File: src/logic/audio_defines.svh
// reference clock, sample rate, word width and derived divider constants
`ifndef AUDIO_DEFINES_SVH
`define AUDIO_DEFINES_SVH

////////////////////////////////////////////////////////////
// fixed codec configuration
////////////////////////////////////////////////////////////

// 18.432 MHz reference
`define AUD_REF_CLK      18432000
// 8 kHz stereo frames
`define AUD_SAMPLE_RATE  8000
// bits per channel
`define AUD_DATA_WIDTH   16
// left plus right
`define AUD_FRAME_BITS   (2 * `AUD_DATA_WIDTH)

// reference cycles per half bck period, 36 here
`define AUD_BCK_HALF     (`AUD_REF_CLK / (`AUD_SAMPLE_RATE * `AUD_FRAME_BITS * 2))
// divider and position counter widths
`define AUD_BCK_CNT_W    $clog2(`AUD_BCK_HALF)
`define AUD_POS_W        $clog2(`AUD_FRAME_BITS)

`endif
File: src/logic/audio_pkg.sv
// sample, stereo pair, frame union, codec pin and bck strobe types
`default_nettype none

`include "audio_defines.svh"

package audio_pkg;

	////////////////////////////////////////////////////////////
	// sample data
	////////////////////////////////////////////////////////////

	// one signed channel word
	typedef logic signed [`AUD_DATA_WIDTH-1:0] sample_t;

	// left sits in the upper half
	typedef struct packed {
		sample_t left;
		sample_t right;
	} stereo_t;

	// same 32 bits seen as a shift word or as a pair
	// shifting goes through raw, hand off through stereo
	typedef union packed {
		logic [`AUD_FRAME_BITS-1:0] raw;
		stereo_t stereo;
	} audio_frame_u;

	////////////////////////////////////////////////////////////
	// codec side
	////////////////////////////////////////////////////////////

	// outputs toward the codec
	typedef struct packed {
		logic bck;
		logic lrck;
		logic dacdat;
	} codec_pins_t;

	// single cycle strobes, high in the cycle before bck changes
	typedef struct packed {
		logic bck_rise;
		logic bck_fall;
	} bck_edges_t;

endpackage

`default_nettype wire

File: src/logic/audio_codec_if.sv
// codec interface top level joining divider, frame FSM and data paths
`default_nettype none

module audio_codec_if (
	input  logic                   iCLK_18_4,
	input  logic                   iRST_N,
	output audio_pkg::codec_pins_t pins,
	input  logic                   adcdat,
	input  audio_pkg::stereo_t     dac_pair,
	output logic                   sample_req,
	output audio_pkg::stereo_t     adc_pair,
	output logic                   adc_valid
);

	import audio_pkg::*;

	logic       bck;
	logic       lrck;
	logic       dacdat;
	logic       frame_start;
	logic       capture;
	bck_edges_t edges;

	////////////////////////////////////////////////////////////
	// timing
	////////////////////////////////////////////////////////////

	// paces everything below
	audio_clock_gen i_clock_gen (
		.iCLK_18_4 (iCLK_18_4),
		.iRST_N    (iRST_N),
		.bck       (bck),
		.edges     (edges)
	);

	audio_frame_fsm i_frame_fsm (
		.iCLK_18_4   (iCLK_18_4),
		.iRST_N      (iRST_N),
		.edges       (edges),
		.lrck        (lrck),
		.frame_start (frame_start),
		.capture     (capture)
	);

	////////////////////////////////////////////////////////////
	// data paths
	////////////////////////////////////////////////////////////

	audio_dac_serializer i_dac_serializer (
		.iCLK_18_4   (iCLK_18_4),
		.iRST_N      (iRST_N),
		.edges       (edges),
		.frame_start (frame_start),
		.dac_pair    (dac_pair),
		.dacdat      (dacdat)
	);

	audio_adc_deserializer i_adc_deserializer (
		.iCLK_18_4 (iCLK_18_4),
		.iRST_N    (iRST_N),
		.edges     (edges),
		.capture   (capture),
		.adcdat    (adcdat),
		.adc_pair  (adc_pair),
		.adc_valid (adc_valid)
	);

	// codec pins
	assign pins = '{bck: bck, lrck: lrck, dacdat: dacdat};

	// host sees the load strobe directly
	assign sample_req = frame_start;

endmodule

`default_nettype wire

File: src/logic/audio_adc_deserializer.sv
// ADC shift register with holding register and valid strobe
`default_nettype none

`include "audio_defines.svh"

module audio_adc_deserializer (
	input  logic                  iCLK_18_4,
	input  logic                  iRST_N,
	input  audio_pkg::bck_edges_t edges,
	input  logic                  capture,
	input  logic                  adcdat,
	output audio_pkg::stereo_t    adc_pair,
	output logic                  adc_valid
);

	import audio_pkg::*;

	audio_frame_u                shift_q;
	audio_frame_u                hold_q;
	logic [`AUD_FRAME_BITS-1:0]  shift_in;

	// word including the bit arriving this cycle
	assign shift_in = {shift_q.raw[`AUD_FRAME_BITS-2:0], adcdat};

	////////////////////////////////////////////////////////////
	// serial in
	////////////////////////////////////////////////////////////

	// adcdat is settled since the last falling bck
	always_ff @(posedge iCLK_18_4)
	begin
		if (edges.bck_rise)
			shift_q.raw <= shift_in;
	end

	////////////////////////////////////////////////////////////
	// hand off
	////////////////////////////////////////////////////////////

	// capture sits on the rise of position 31
	// so the copy holds a whole frame, first bit at the top
	always_ff @(posedge iCLK_18_4)
	begin
		if (capture)
			hold_q.raw <= shift_in;
	end

	// left is the upper half
	assign adc_pair = hold_q.stereo;

	// one cycle behind capture, lines up with the new hold value
	always_ff @(posedge iCLK_18_4 or negedge iRST_N)
	begin
		if (!iRST_N)
			adc_valid <= 1'b0;
		else
			adc_valid <= capture;
	end

endmodule

`default_nettype wire

File: src/logic/audio_dac_serializer.sv
// DAC shift register, loads a stereo pair and shifts it out MSB first
`default_nettype none

`include "audio_defines.svh"

module audio_dac_serializer (
	input  logic                  iCLK_18_4,
	input  logic                  iRST_N,
	input  audio_pkg::bck_edges_t edges,
	input  logic                  frame_start,
	input  audio_pkg::stereo_t    dac_pair,
	output logic                  dacdat
);

	import audio_pkg::*;

	audio_frame_u shift_q;

	////////////////////////////////////////////////////////////
	// load and shift
	////////////////////////////////////////////////////////////

	// frame_start always lands on a bck_fall, load wins
	// dacdat moves only with falling bck, codec samples on the rise
	always_ff @(posedge iCLK_18_4 or negedge iRST_N)
	begin
		if (!iRST_N)
		begin
			// keeps dacdat low out of reset
			shift_q.raw <= '0;
		end
		else if (frame_start)
		begin
			shift_q.stereo <= dac_pair;
		end
		else if (edges.bck_fall)
		begin
			shift_q.raw <= {shift_q.raw[`AUD_FRAME_BITS-2:0], 1'b0};
		end
	end

	// left MSB first, right LSB last
	assign dacdat = shift_q.raw[`AUD_FRAME_BITS-1];

endmodule

`default_nettype wire

File: src/logic/audio_frame_fsm.sv
// channel and bit position FSM issuing lrck, frame start and capture
`default_nettype none

`include "audio_defines.svh"

module audio_frame_fsm (
	input  logic                  iCLK_18_4,
	input  logic                  iRST_N,
	input  audio_pkg::bck_edges_t edges,
	output logic                  lrck,
	output logic                  frame_start,
	output logic                  capture
);

	localparam int unsigned POS_W = `AUD_POS_W;
	// last left bit and last bit of the frame
	localparam logic [POS_W-1:0] LEFT_LAST = POS_W'(`AUD_DATA_WIDTH - 1);
	localparam logic [POS_W-1:0] POS_LAST  = POS_W'(`AUD_FRAME_BITS - 1);

	typedef enum logic [1:0] {
		IDLE,
		LEFT,
		RIGHT
	} state_t;

	state_t           state;
	state_t           state_nxt;
	logic [POS_W-1:0] pos;
	logic [POS_W-1:0] pos_nxt;

	////////////////////////////////////////////////////////////
	// next position, taken only on bck_fall
	////////////////////////////////////////////////////////////

	always_comb
	begin
		state_nxt = state;
		pos_nxt   = pos;
		case (state)
			IDLE:
			begin
				// first fall after reset opens the frame
				state_nxt = LEFT;
				pos_nxt   = '0;
			end
			LEFT:
			begin
				pos_nxt = pos + 1'b1;
				if (pos == LEFT_LAST)
					state_nxt = RIGHT;
			end
			RIGHT:
			begin
				// 31 wraps to 0 in five bits
				pos_nxt = pos + 1'b1;
				if (pos == POS_LAST)
					state_nxt = LEFT;
			end
			default:
			begin
				state_nxt = IDLE;
				pos_nxt   = '0;
			end
		endcase
	end

	// lrck follows the state, high for left
	always_ff @(posedge iCLK_18_4 or negedge iRST_N)
	begin
		if (!iRST_N)
		begin
			state <= IDLE;
			pos   <= '0;
			lrck  <= 1'b0;
		end
		else if (edges.bck_fall)
		begin
			state <= state_nxt;
			pos   <= pos_nxt;
			lrck  <= (state_nxt == LEFT);
		end
	end

	////////////////////////////////////////////////////////////
	// frame controls
	////////////////////////////////////////////////////////////

	// the fall that enters position 0 of a left channel
	assign frame_start = edges.bck_fall && (state_nxt == LEFT) && (pos_nxt == '0);

	// last adc bit arrives on this rise
	assign capture = edges.bck_rise && (state == RIGHT) && (pos == POS_LAST);

endmodule

`default_nettype wire

File: src/logic/audio_clock_gen.sv
// bit clock divider with rise and fall strobe decode
`default_nettype none

`include "audio_defines.svh"

module audio_clock_gen (
	input  logic                   iCLK_18_4,
	input  logic                   iRST_N,
	output logic                   bck,
	output audio_pkg::bck_edges_t  edges
);

	////////////////////////////////////////////////////////////
	// half period counter
	////////////////////////////////////////////////////////////

	localparam int unsigned CNT_W = `AUD_BCK_CNT_W;
	// last count before bck toggles
	localparam logic [CNT_W-1:0] CNT_WRAP = CNT_W'(`AUD_BCK_HALF - 1);

	logic [CNT_W-1:0] cnt;
	logic             wrap;

	// end of a half period
	assign wrap = (cnt == CNT_WRAP);

	// 0..35 then toggle, so bck period is 72 reference cycles
	always_ff @(posedge iCLK_18_4 or negedge iRST_N)
	begin
		if (!iRST_N)
		begin
			cnt <= '0;
			bck <= 1'b0;
		end
		else if (wrap)
		begin
			cnt <= '0;
			bck <= ~bck;
		end
		else
		begin
			cnt <= cnt + 1'b1;
		end
	end

	////////////////////////////////////////////////////////////
	// edge strobes
	////////////////////////////////////////////////////////////

	// wrap plus current level tells which way bck goes next
	// downstream registers update on the same edge as bck
	assign edges = '{
		bck_rise: wrap && !bck,
		bck_fall: wrap && bck
	};

endmodule

`default_nettype wire

File: config.mk
export PLATFORM = sky130hd
export DESIGN_NAME = audio_codec_if
export DESIGN_NICKNAME = d
export VERILOG_FILES = /design/src/logic/audio_pkg.sv /design/src/logic/audio_codec_if.sv /design/src/logic/audio_adc_deserializer.sv /design/src/logic/audio_dac_serializer.sv /design/src/logic/audio_frame_fsm.sv /design/src/logic/audio_clock_gen.sv
export VERILOG_INCLUDE_DIRS = /design/src /design/src/logic
export SDC_FILE = /design/constraint.sdc
export NUM_CORES = 1
export LEC_CHECK = 0
export BUFFER_PORTS_ARGS = -buffer_cell sky130_fd_sc_hd__buf_2
export CAP_MARGIN = 15
export CELL_PAD_IN_SITES_DETAIL_PLACEMENT = 1
export CELL_PAD_IN_SITES_GLOBAL_PLACEMENT = 2
export CORE_ASPECT_RATIO = 1.2
export CORE_MARGIN = 3
export CORE_UTILIZATION = 41
export CTS_BUF_LIST = sky130_fd_sc_hd__clkbuf_16
export CTS_CLUSTER_SIZE = 40
export DETAILED_ROUTE_END_ITERATION = 7
export PLACE_DENSITY_LB_ADDON = 0.1
export SYNTH_ARGS = -nofsm -noshare
export SYNTH_HDL_FRONTEND = slang
export SYNTH_SLANG_ARGS = --single-unit
File: constraint.sdc
create_clock -name iCLK_18_4 -period 9.1 [get_ports iCLK_18_4]
set_input_delay 1.365 -clock iCLK_18_4 [delete_from_list [all_inputs] [get_ports iCLK_18_4]]
set_output_delay 1.365 -clock iCLK_18_4 [all_outputs]
set_load 0.02 [all_outputs]
==> results of run 1 <==
==> worst register-to-register path, stage by stage, from the launching register on <==
cell	delay [ps]
dfrtp_1	390
ha_1	240
or3b_2	510
nor3_2	170
buf_4	390
and3_1	220
buf_4	380
==> registers in the layout, indices dropped and copies added, names as in the netlist <==
signal,flops
i_dac_serializer.shift_q,32
i_clock_gen.bck,1
i_clock_gen.cnt,6
i_adc_deserializer.adc_pair,32
i_frame_fsm.lrck,1
i_adc_deserializer.shift_q,31
i_frame_fsm.pos,5
i_adc_deserializer.adc_valid,1
i_frame_fsm.state,2
==> per-layer routing <==
layer	up-vias	share of wire [%]	GRT usage (%)
li1	1337	-	-
met1	1341	43	19.3
met2	58	52	27.3
met3	7	3.8	3.10
met4	0	1.3	5.56
met5	-	0	0
==> per-stage QoR <==
step	utilization, %	cell area (sq um)
6_report	50.1	5120
5_1_grt	50.1	5120
4_1_cts	50.1	5120
3_5_place_dp	47.2	4820
3_3_place_gp	47.2	4820
2_1_floorplan	-	4370
==> power by group through the flow <==
stage               Sequential [mW]  Combinational, mW  Clock, mW
floorplan                     0.538           0.000173          0
global placement              0.538             0.0121          0
detailed placement            0.538             0.0124          0
CTS                           0.527             0.0124      0.398
global route                  0.527             0.0138      0.422
finish                        0.527             0.0118      0.386
==> synthesized netlist by cell type, types with 2 or more instances <==
cell type	instances
o21ai_0	22
xor2_1	2
nor2b_1	2
buf_6	2
inv_1	3
nand3_1	36
and3_1	3
nand3b_1	2
xnor2_1	3
nor2_1	22
edfxtp_1	63
buf_2	7
a31oi_1	16
clkbuf_1	5
nand2_1	45
ha_1	8
nand2b_1	3
dfrtp_1	48
mux2i_1	2
buf_4	6
o211ai_1	15
==> layout make-up <==
class                           instances  area (sq um)  share of cell area (%)
Clock buffer                            9           225                    4.40
Clock inverter                          7          72.6                    1.42
Inverter                                3          11.3                   0.220
Multi-Input combinational cell        196          1150                    22.5
Sequential cell                       111          3090                    60.4
Tap cell                              126           158                    3.08
Timing Repair Buffer                   78           408                    7.97
==> cells by family (layout without fill, tap and decap cells) <==
logic type / count (synthesis) / count (layout) / share of synthesized area (%)
AOI/OAI and AO/OA: 59 / 59 / 8.50
xor gates and xnor gates: 5 / 5 / 1.00
adders and majority gates: 8 / 8 / 2.29
buffers and inverters: 24 / 97 / 3.15
DFF: 111 / 111 / 70.7
muxes: 2 / 2 / 0.458
and+or+nand+nor: 122 / 122 / 13.9
==> worst paths after layout <==
kind / from / to / slack, ps / cells past startpoint
worst max-delay path: i_frame_fsm.pos[0]$_DFFE_PN0P_ / sample_req / 4830 / 8
worst min-delay path: i_adc_deserializer.shift_q[30]$_DFFE_PP_ / i_adc_deserializer.adc_pair[31]$_DFFE_PP_ / 430 / 0
worst max register to register: i_clock_gen.cnt[0]$_DFF_PN0_ / i_adc_deserializer.adc_pair[22]$_DFFE_PP_ / 6460 / 6
worst min register to register: i_adc_deserializer.shift_q[30]$_DFFE_PP_ / i_adc_deserializer.adc_pair[31]$_DFFE_PP_ / 430 / 0
max in group asynchronous: iRST_N / i_dac_serializer.shift_q[26]$_DFFE_PN0P_ / 7550 / 2
min in group asynchronous: iRST_N / i_dac_serializer.shift_q[4]$_DFFE_PN0P_ / 1110 / 2
==> out/results.txt, run 1 <==
Vias = 2743
H-tree Lvls = 3
Switching share of power = 21.4%
Crit end category = primary output
Max Fanout on Critical Path = 17
F_max = 0.234 GHz
Commonest cells after routing, fill and taps aside = buf_2, edfxtp_1, dfrtp_1, nand2_1, nand3_1
Die Ht = 119 um
Setup CP Type = flop to primary output
Critical-path cell list = ha_1 > and3_1 > ha_1 > nand2_1 > o31a_1 > or2_1 > nor2_8 > buf_2
Slowest cell on the critical path = or2_1
Initial Utilization = 42.8%
Slew margin rel. = 57.3%
Longest Clk Path Bufs = 2
Layout net count = 442
Total Power = 0.924 mW
Synth Register Bits = 111
Final Worst Setup Slack = 4830 ps
Clock Sinks = 111
Setup total negative slack = 0 ps
Worst clock skew = 9.78 ps
Status = complete, no violations
Critical path launch point type = flop
Setup bufs post-CTS = 0
Commonest non-fill, non-tap cell in the layout = buf_2
Worst path buffer plus inverter count = 1
FP Rows = 40
Mapped cell area = 4370 sq um
Pleak = 1.96 nW
Psw = 0.197 mW
Async SR Flop Fraction = 43.2%
Fillers = 1094
Initial antenna violation count = 0
Layout cells sized above 1 = 25.7%
RD Place Congestion = 0.735
I/O Buffers = 71
Drt drc = 0
Vias per cell = 5.18
Wirelength, routed = 8830 um
Final Slew Violations = 0
# IOs = 72
Die width = 100 um
Remaining Overflow, GRT = 0
CP peak stage delay = 440 ps
Iter 0 DRT Violations = 110
Top_reg_cell synth = edfxtp_1
WP data arrival = 2900 ps
Hold buffers post-CTS = 0
Wire length of the first global-routing pass = 14800 um
Post-place setup slack = 5190 ps
Netlist cell types = 37
Sequential Power Share = 57.0%
Gate power share = 1.3%
Vias in the first global route = 2913
Tcrit/Tclk final = 46.9%
Final hold vios = 0
CTS tree = yes
Peak supply drop = 86.7 uV
Delay-heaviest family, CP = simple AND/OR/NAND/NOR gates
Root Buffer = clkbuf_16
Gr usage total = 15.7%
HPWL Detailed = 5930 um
Power Dens Cells = 181 nW/um^2
Largest cells by area after synthesis = edfxtp_1, dfrtp_1, nand3_1
CORE AREA = 10200 sq um
Internal = 0.727 mW
Layout Area Growth over Synthesis = 17.0%
Die area = 11900 sq um
Maxcap violations = 0
Post-synth EDFFs = 63
Dpl cells = 514
Setup violators final = 0
CP Data Required Time = 7740 ps
Largest area contributor in the netlist = edfxtp_1
Post-layout min period = 4270 ps
Worst Tran Pin Value = 640 ps
Synth Net Count = 374
First-pass DRT Iterations = 6
Post-route ant nets = 0
Instance count of the mapped netlist = 331
Synth top area share = 43.2%
Clk pwr share = 41.7%
Largest net degree at the start of global routing = 58
Worst path most repeated cell = ha_1
WL/cell = 16.7 um
Fin cells = 530
Number of buffers created by CTS = 9
RSZ-0062 raised after global routing = false
Synth Area per Inst = 13.2 sq um
Worst Hold Class = flop to flop
Final hold slack = 428 ps
Worst-path clk slew = 70 ps
Diodes inserted = 0
Clk Latency, worst-skew pair = 350 ps
Post-synthesis sequential area ratio = 70.7%
Yosys warning total = 0
CTS resizes = 0
Note: power is estimated with default switching activity, not from simulation.
==> inputs of run 2 (changes only) <==
--- a/config.mk
+++ b/config.mk
@@ -6,13 +6,14 @@
 export SDC_FILE = /design/constraint.sdc
 export NUM_CORES = 1
 export LEC_CHECK = 0
+export ABC_AREA = 1
 export BUFFER_PORTS_ARGS = -buffer_cell sky130_fd_sc_hd__buf_2
 export CAP_MARGIN = 15
 export CELL_PAD_IN_SITES_DETAIL_PLACEMENT = 1
 export CELL_PAD_IN_SITES_GLOBAL_PLACEMENT = 2
 export CORE_ASPECT_RATIO = 1.2
 export CORE_MARGIN = 3
-export CORE_UTILIZATION = 41
+export CORE_UTILIZATION = 33
 export CTS_BUF_LIST = sky130_fd_sc_hd__clkbuf_16
 export CTS_CLUSTER_SIZE = 40
 export DETAILED_ROUTE_END_ITERATION = 7
==> constraint.sdc (replaced) <==
create_clock -name iCLK_18_4 -period 3.85 [get_ports iCLK_18_4]
set_input_delay 0.5775 -clock iCLK_18_4 [delete_from_list [all_inputs] [get_ports iCLK_18_4]]
set_output_delay 0.5775 -clock iCLK_18_4 [all_outputs]
set_load 0.02 [all_outputs]
==> run 2 against run 1 <==
Effect of this change:
- register-to-register slack worse by 5300 ps
- count of clock-buffer cells in the layout unchanged
- via count up 13%
- cell count up 29%
- area after synthesis up 6.8%
- combinational power rose to 3.1 times the previous value
- flip-flop and latch count unchanged
- final area up 6.6%
- sequential share of layout area down 3.8 points
- clock skew up 1.2 ps
==> out/results.txt, run 2 <==
Status = complete, no violations
WL/cell = 14.2 um (-15%)
Die width = 115 um (+14%)
Clk Latency, worst-skew pair = 350 ps (about the same)
Yosys warning total = 0 (unchanged)
CP Data Required Time = 3270 ps (-4470 ps)
Synth Area per Inst = 10.6 sq um (-20%)
Vias per cell = 4.54 (-12%)
Setup total negative slack = 0 ps (unchanged)
Final Slew Violations = 0 (unchanged)
R2R setup slack = 1210 ps (-5250 ps)
F_max = 0.330 GHz
Tcrit/Tclk final = 78.7%
Post-route ant nets = 0 (unchanged)
Fillers = 1581 (+45%)
Diodes inserted = 0 (unchanged)
Layout net count = 551 (+25%)
Synth Net Count = 484 (+29%)
Hold buffers post-CTS = 0 (unchanged)
Peak supply drop = 238 uV (+170%)
Setup violators final = 0 (unchanged)
Die Ht = 136 um (+14%)
Clock Sinks = 111 (unchanged)
Setup crit start = i_frame_fsm.pos[0]$_DFFE_PN0P_
Final hold slack = 358 ps (-69.9 ps)
Gr usage total = 13.2% (-2.5 points)
Pleak = 2.54 nW (+29%)
R2R Path End = i_dac_serializer.shift_q[1]$_DFFE_PN0P_
Drt drc = 0 (unchanged)
Total Power = 2.27 mW (+150%)
Final hold vios = 0 (unchanged)
Mapped cell area = 4670 sq um (+6.8%)
Longest Clk Path Bufs = 2 (unchanged)
First-pass DRT Iterations = 6 (unchanged)
Die area = 15600 sq um (+31%)
WP data arrival = 2450 ps (-450 ps)
CP endpoint = sample_req
Worst clock skew = 10.9 ps (+1.16 ps)
Commonest non-fill, non-tap cell in the layout = nand2_1
Crit end category = primary output
Remaining Overflow, GRT = 0 (unchanged)
Setup bufs post-CTS = 0 (unchanged)
Worst-path clk slew = 80 ps (about the same)
Number of buffers created by CTS = 9 (unchanged)
Initial antenna violation count = 0 (unchanged)
Register-to-Register Path Depth = 13 (+7)
Worst Tran Pin Value = 908 ps (+267 ps)
Wirelength, routed = 9730 um (+10%)
FP Rows = 47 (+18%)
CTS resizes = 0 (unchanged)
Wire length of the first global-routing pass = 16200 um (+10%)
Netlist cell types = 24 (-35%)
Instance count of the mapped netlist = 441 (+33%)
Top post-synthesis cells by count = nand2_1, inv_1, nand3_1
CTS tree = yes
Largest net degree at the start of global routing = 39 (-33%)
Layout cells sized above 1 = 20.9% (-4.9 points)
Layout Area Growth over Synthesis = 16.8%
CORE AREA = 13800 sq um (+35%)
Final core utilization = 39.5% (-11 points)
Cell with the most instances after synthesis = nand2_1
Top_reg_cell synth = edfxtp_1
I/O Buffers = 71 (unchanged)
Post-synth EDFFs = 63 (unchanged)
Slew margin rel. = 39.5% (-18 points)
H-tree Lvls = 3 (unchanged)
# IOs = 72 (unchanged)
Post-layout min period = 3030 ps
Root Buffer = clkbuf_16
Critical path launch point type = flop
Commonest cells after routing, fill and taps aside = nand2_1, inv_1, buf_2, nand3_1, edfxtp_1
Largest area contributor in the netlist = edfxtp_1
Max Fanout on Critical Path = 32 (+15)
Iter 0 DRT Violations = 118 (+7.3%)
Vias in the first global route = 3274 (+12%)
Worst Hold Class = primary input to asynchronous set/reset pin
Initial Utilization = 33.8% (-9.0 points)
Vias = 3107 (+13%)
RSZ-0062 raised after global routing = false
Worst R2R Start = i_frame_fsm.pos[1]$_DFFE_PN0P_
Synth top area share = 40.5% (-2.8 points)
Setup CP Type = flop to primary output
Maxcap violations = 0 (unchanged)
Synth Register Bits = 111 (unchanged)
Largest cells by area after synthesis = edfxtp_1, dfrtp_1, nand2_1
Async SR Flop Fraction = 43.2% (unchanged)
Post-synthesis sequential area ratio = 66.2% (-4.5 points)
HPWL Detailed = 6260 um (+5.5%)
Power Dens Cells = 417 nW/um^2 (+130%)
RD Place Congestion = 0.723 (-1.6%)
run 2: cell type report:
| cell class | instances | area [sq um] | share of cell area [%] |
|---|---|---|---|
| Tap cell | 171 | 214 | 3.92 |
| Multi-Input combinational cell | 225 | 1120 | 20.6 |
| Clock inverter | 7 | 90.1 | 1.65 |
| Inverter | 85 | 319 | 5.84 |
| Sequential cell | 111 | 3090 | 56.7 |
| Clock buffer | 9 | 225 | 4.13 |
| Timing Repair Buffer | 76 | 393 | 7.20 |
run 2: metal layers:
| metal | up-vias | track usage (%) | part of all wire (%) |
|---|---|---|---|
| met5 | - | 0 | 0 |
| met4 | 0 | 5.35 | 1.9 |
| met3 | 13 | 2.09 | 4.7 |
| met2 | 71 | 22.0 | 49 |
| met1 | 1498 | 17.1 | 45 |
| li1 | 1525 | - | - |
run 2: how the worst min path moves through the flow:
stage	endpoint	slack, ps	cells after the start
2_1_floorplan	i_adc_deserializer.adc_valid$_DFF_PN0_	280	0
3_3_place_gp	i_adc_deserializer.adc_pair[31]$_DFFE_PP_	400	0
3_5_place_dp	i_adc_deserializer.adc_pair[31]$_DFFE_PP_	410	0
4_1_cts	i_dac_serializer.shift_q[6]$_DFFE_PN0P_	380	1
5_1_grt	i_adc_deserializer.adc_pair[0]$_DFFE_PP_	410	1
6_report	i_dac_serializer.shift_q[12]$_DFFE_PN0P_	360	1
run 2: kinds of logic after synthesis:
| kind of cell | Yosys count | share of synthesized area [%] |
|---|---|---|
| buffers and inverters | 105 | 10.1 |
| adder cells (fa/ha/maj) | 8 | 2.14 |
| AND/OR/NAND/NOR | 200 | 19.4 |
| XOR/XNOR | 3 | 0.562 |
| AO/OA/AOI/OAI | 14 | 1.55 |
| flip-flops | 111 | 66.2 |
run 2: power by group:
group | switching (mW) | leakage (nW) | internal [mW]
sequential | 0 | 1.05 | 1.25
combinational | 0.0216 | 1.33 | 0.0151
clock | 0.465 | 0.157 | 0.527
run 2: worst max-delay path: stages (launching register included):
cell and delay [ps]:
dfrtp_1 400, ha_1 210, nand2_1 90, nor2_1 60, ha_1 270, inv_1 30, nand2_1 70, nand3_1 120
nor2_4 160, nand3_4 330, inv_1 170, buf_2 180
run 2: through the flow:
step	instance area, sq um	instances	worst slack, ps
after floorplan	4680	441	597
after global placement	5140	668	1170
after detailed placement	5140	668	1140
after CTS	5460	684	739
after global routing	5460	684	550
final	5460	684	819
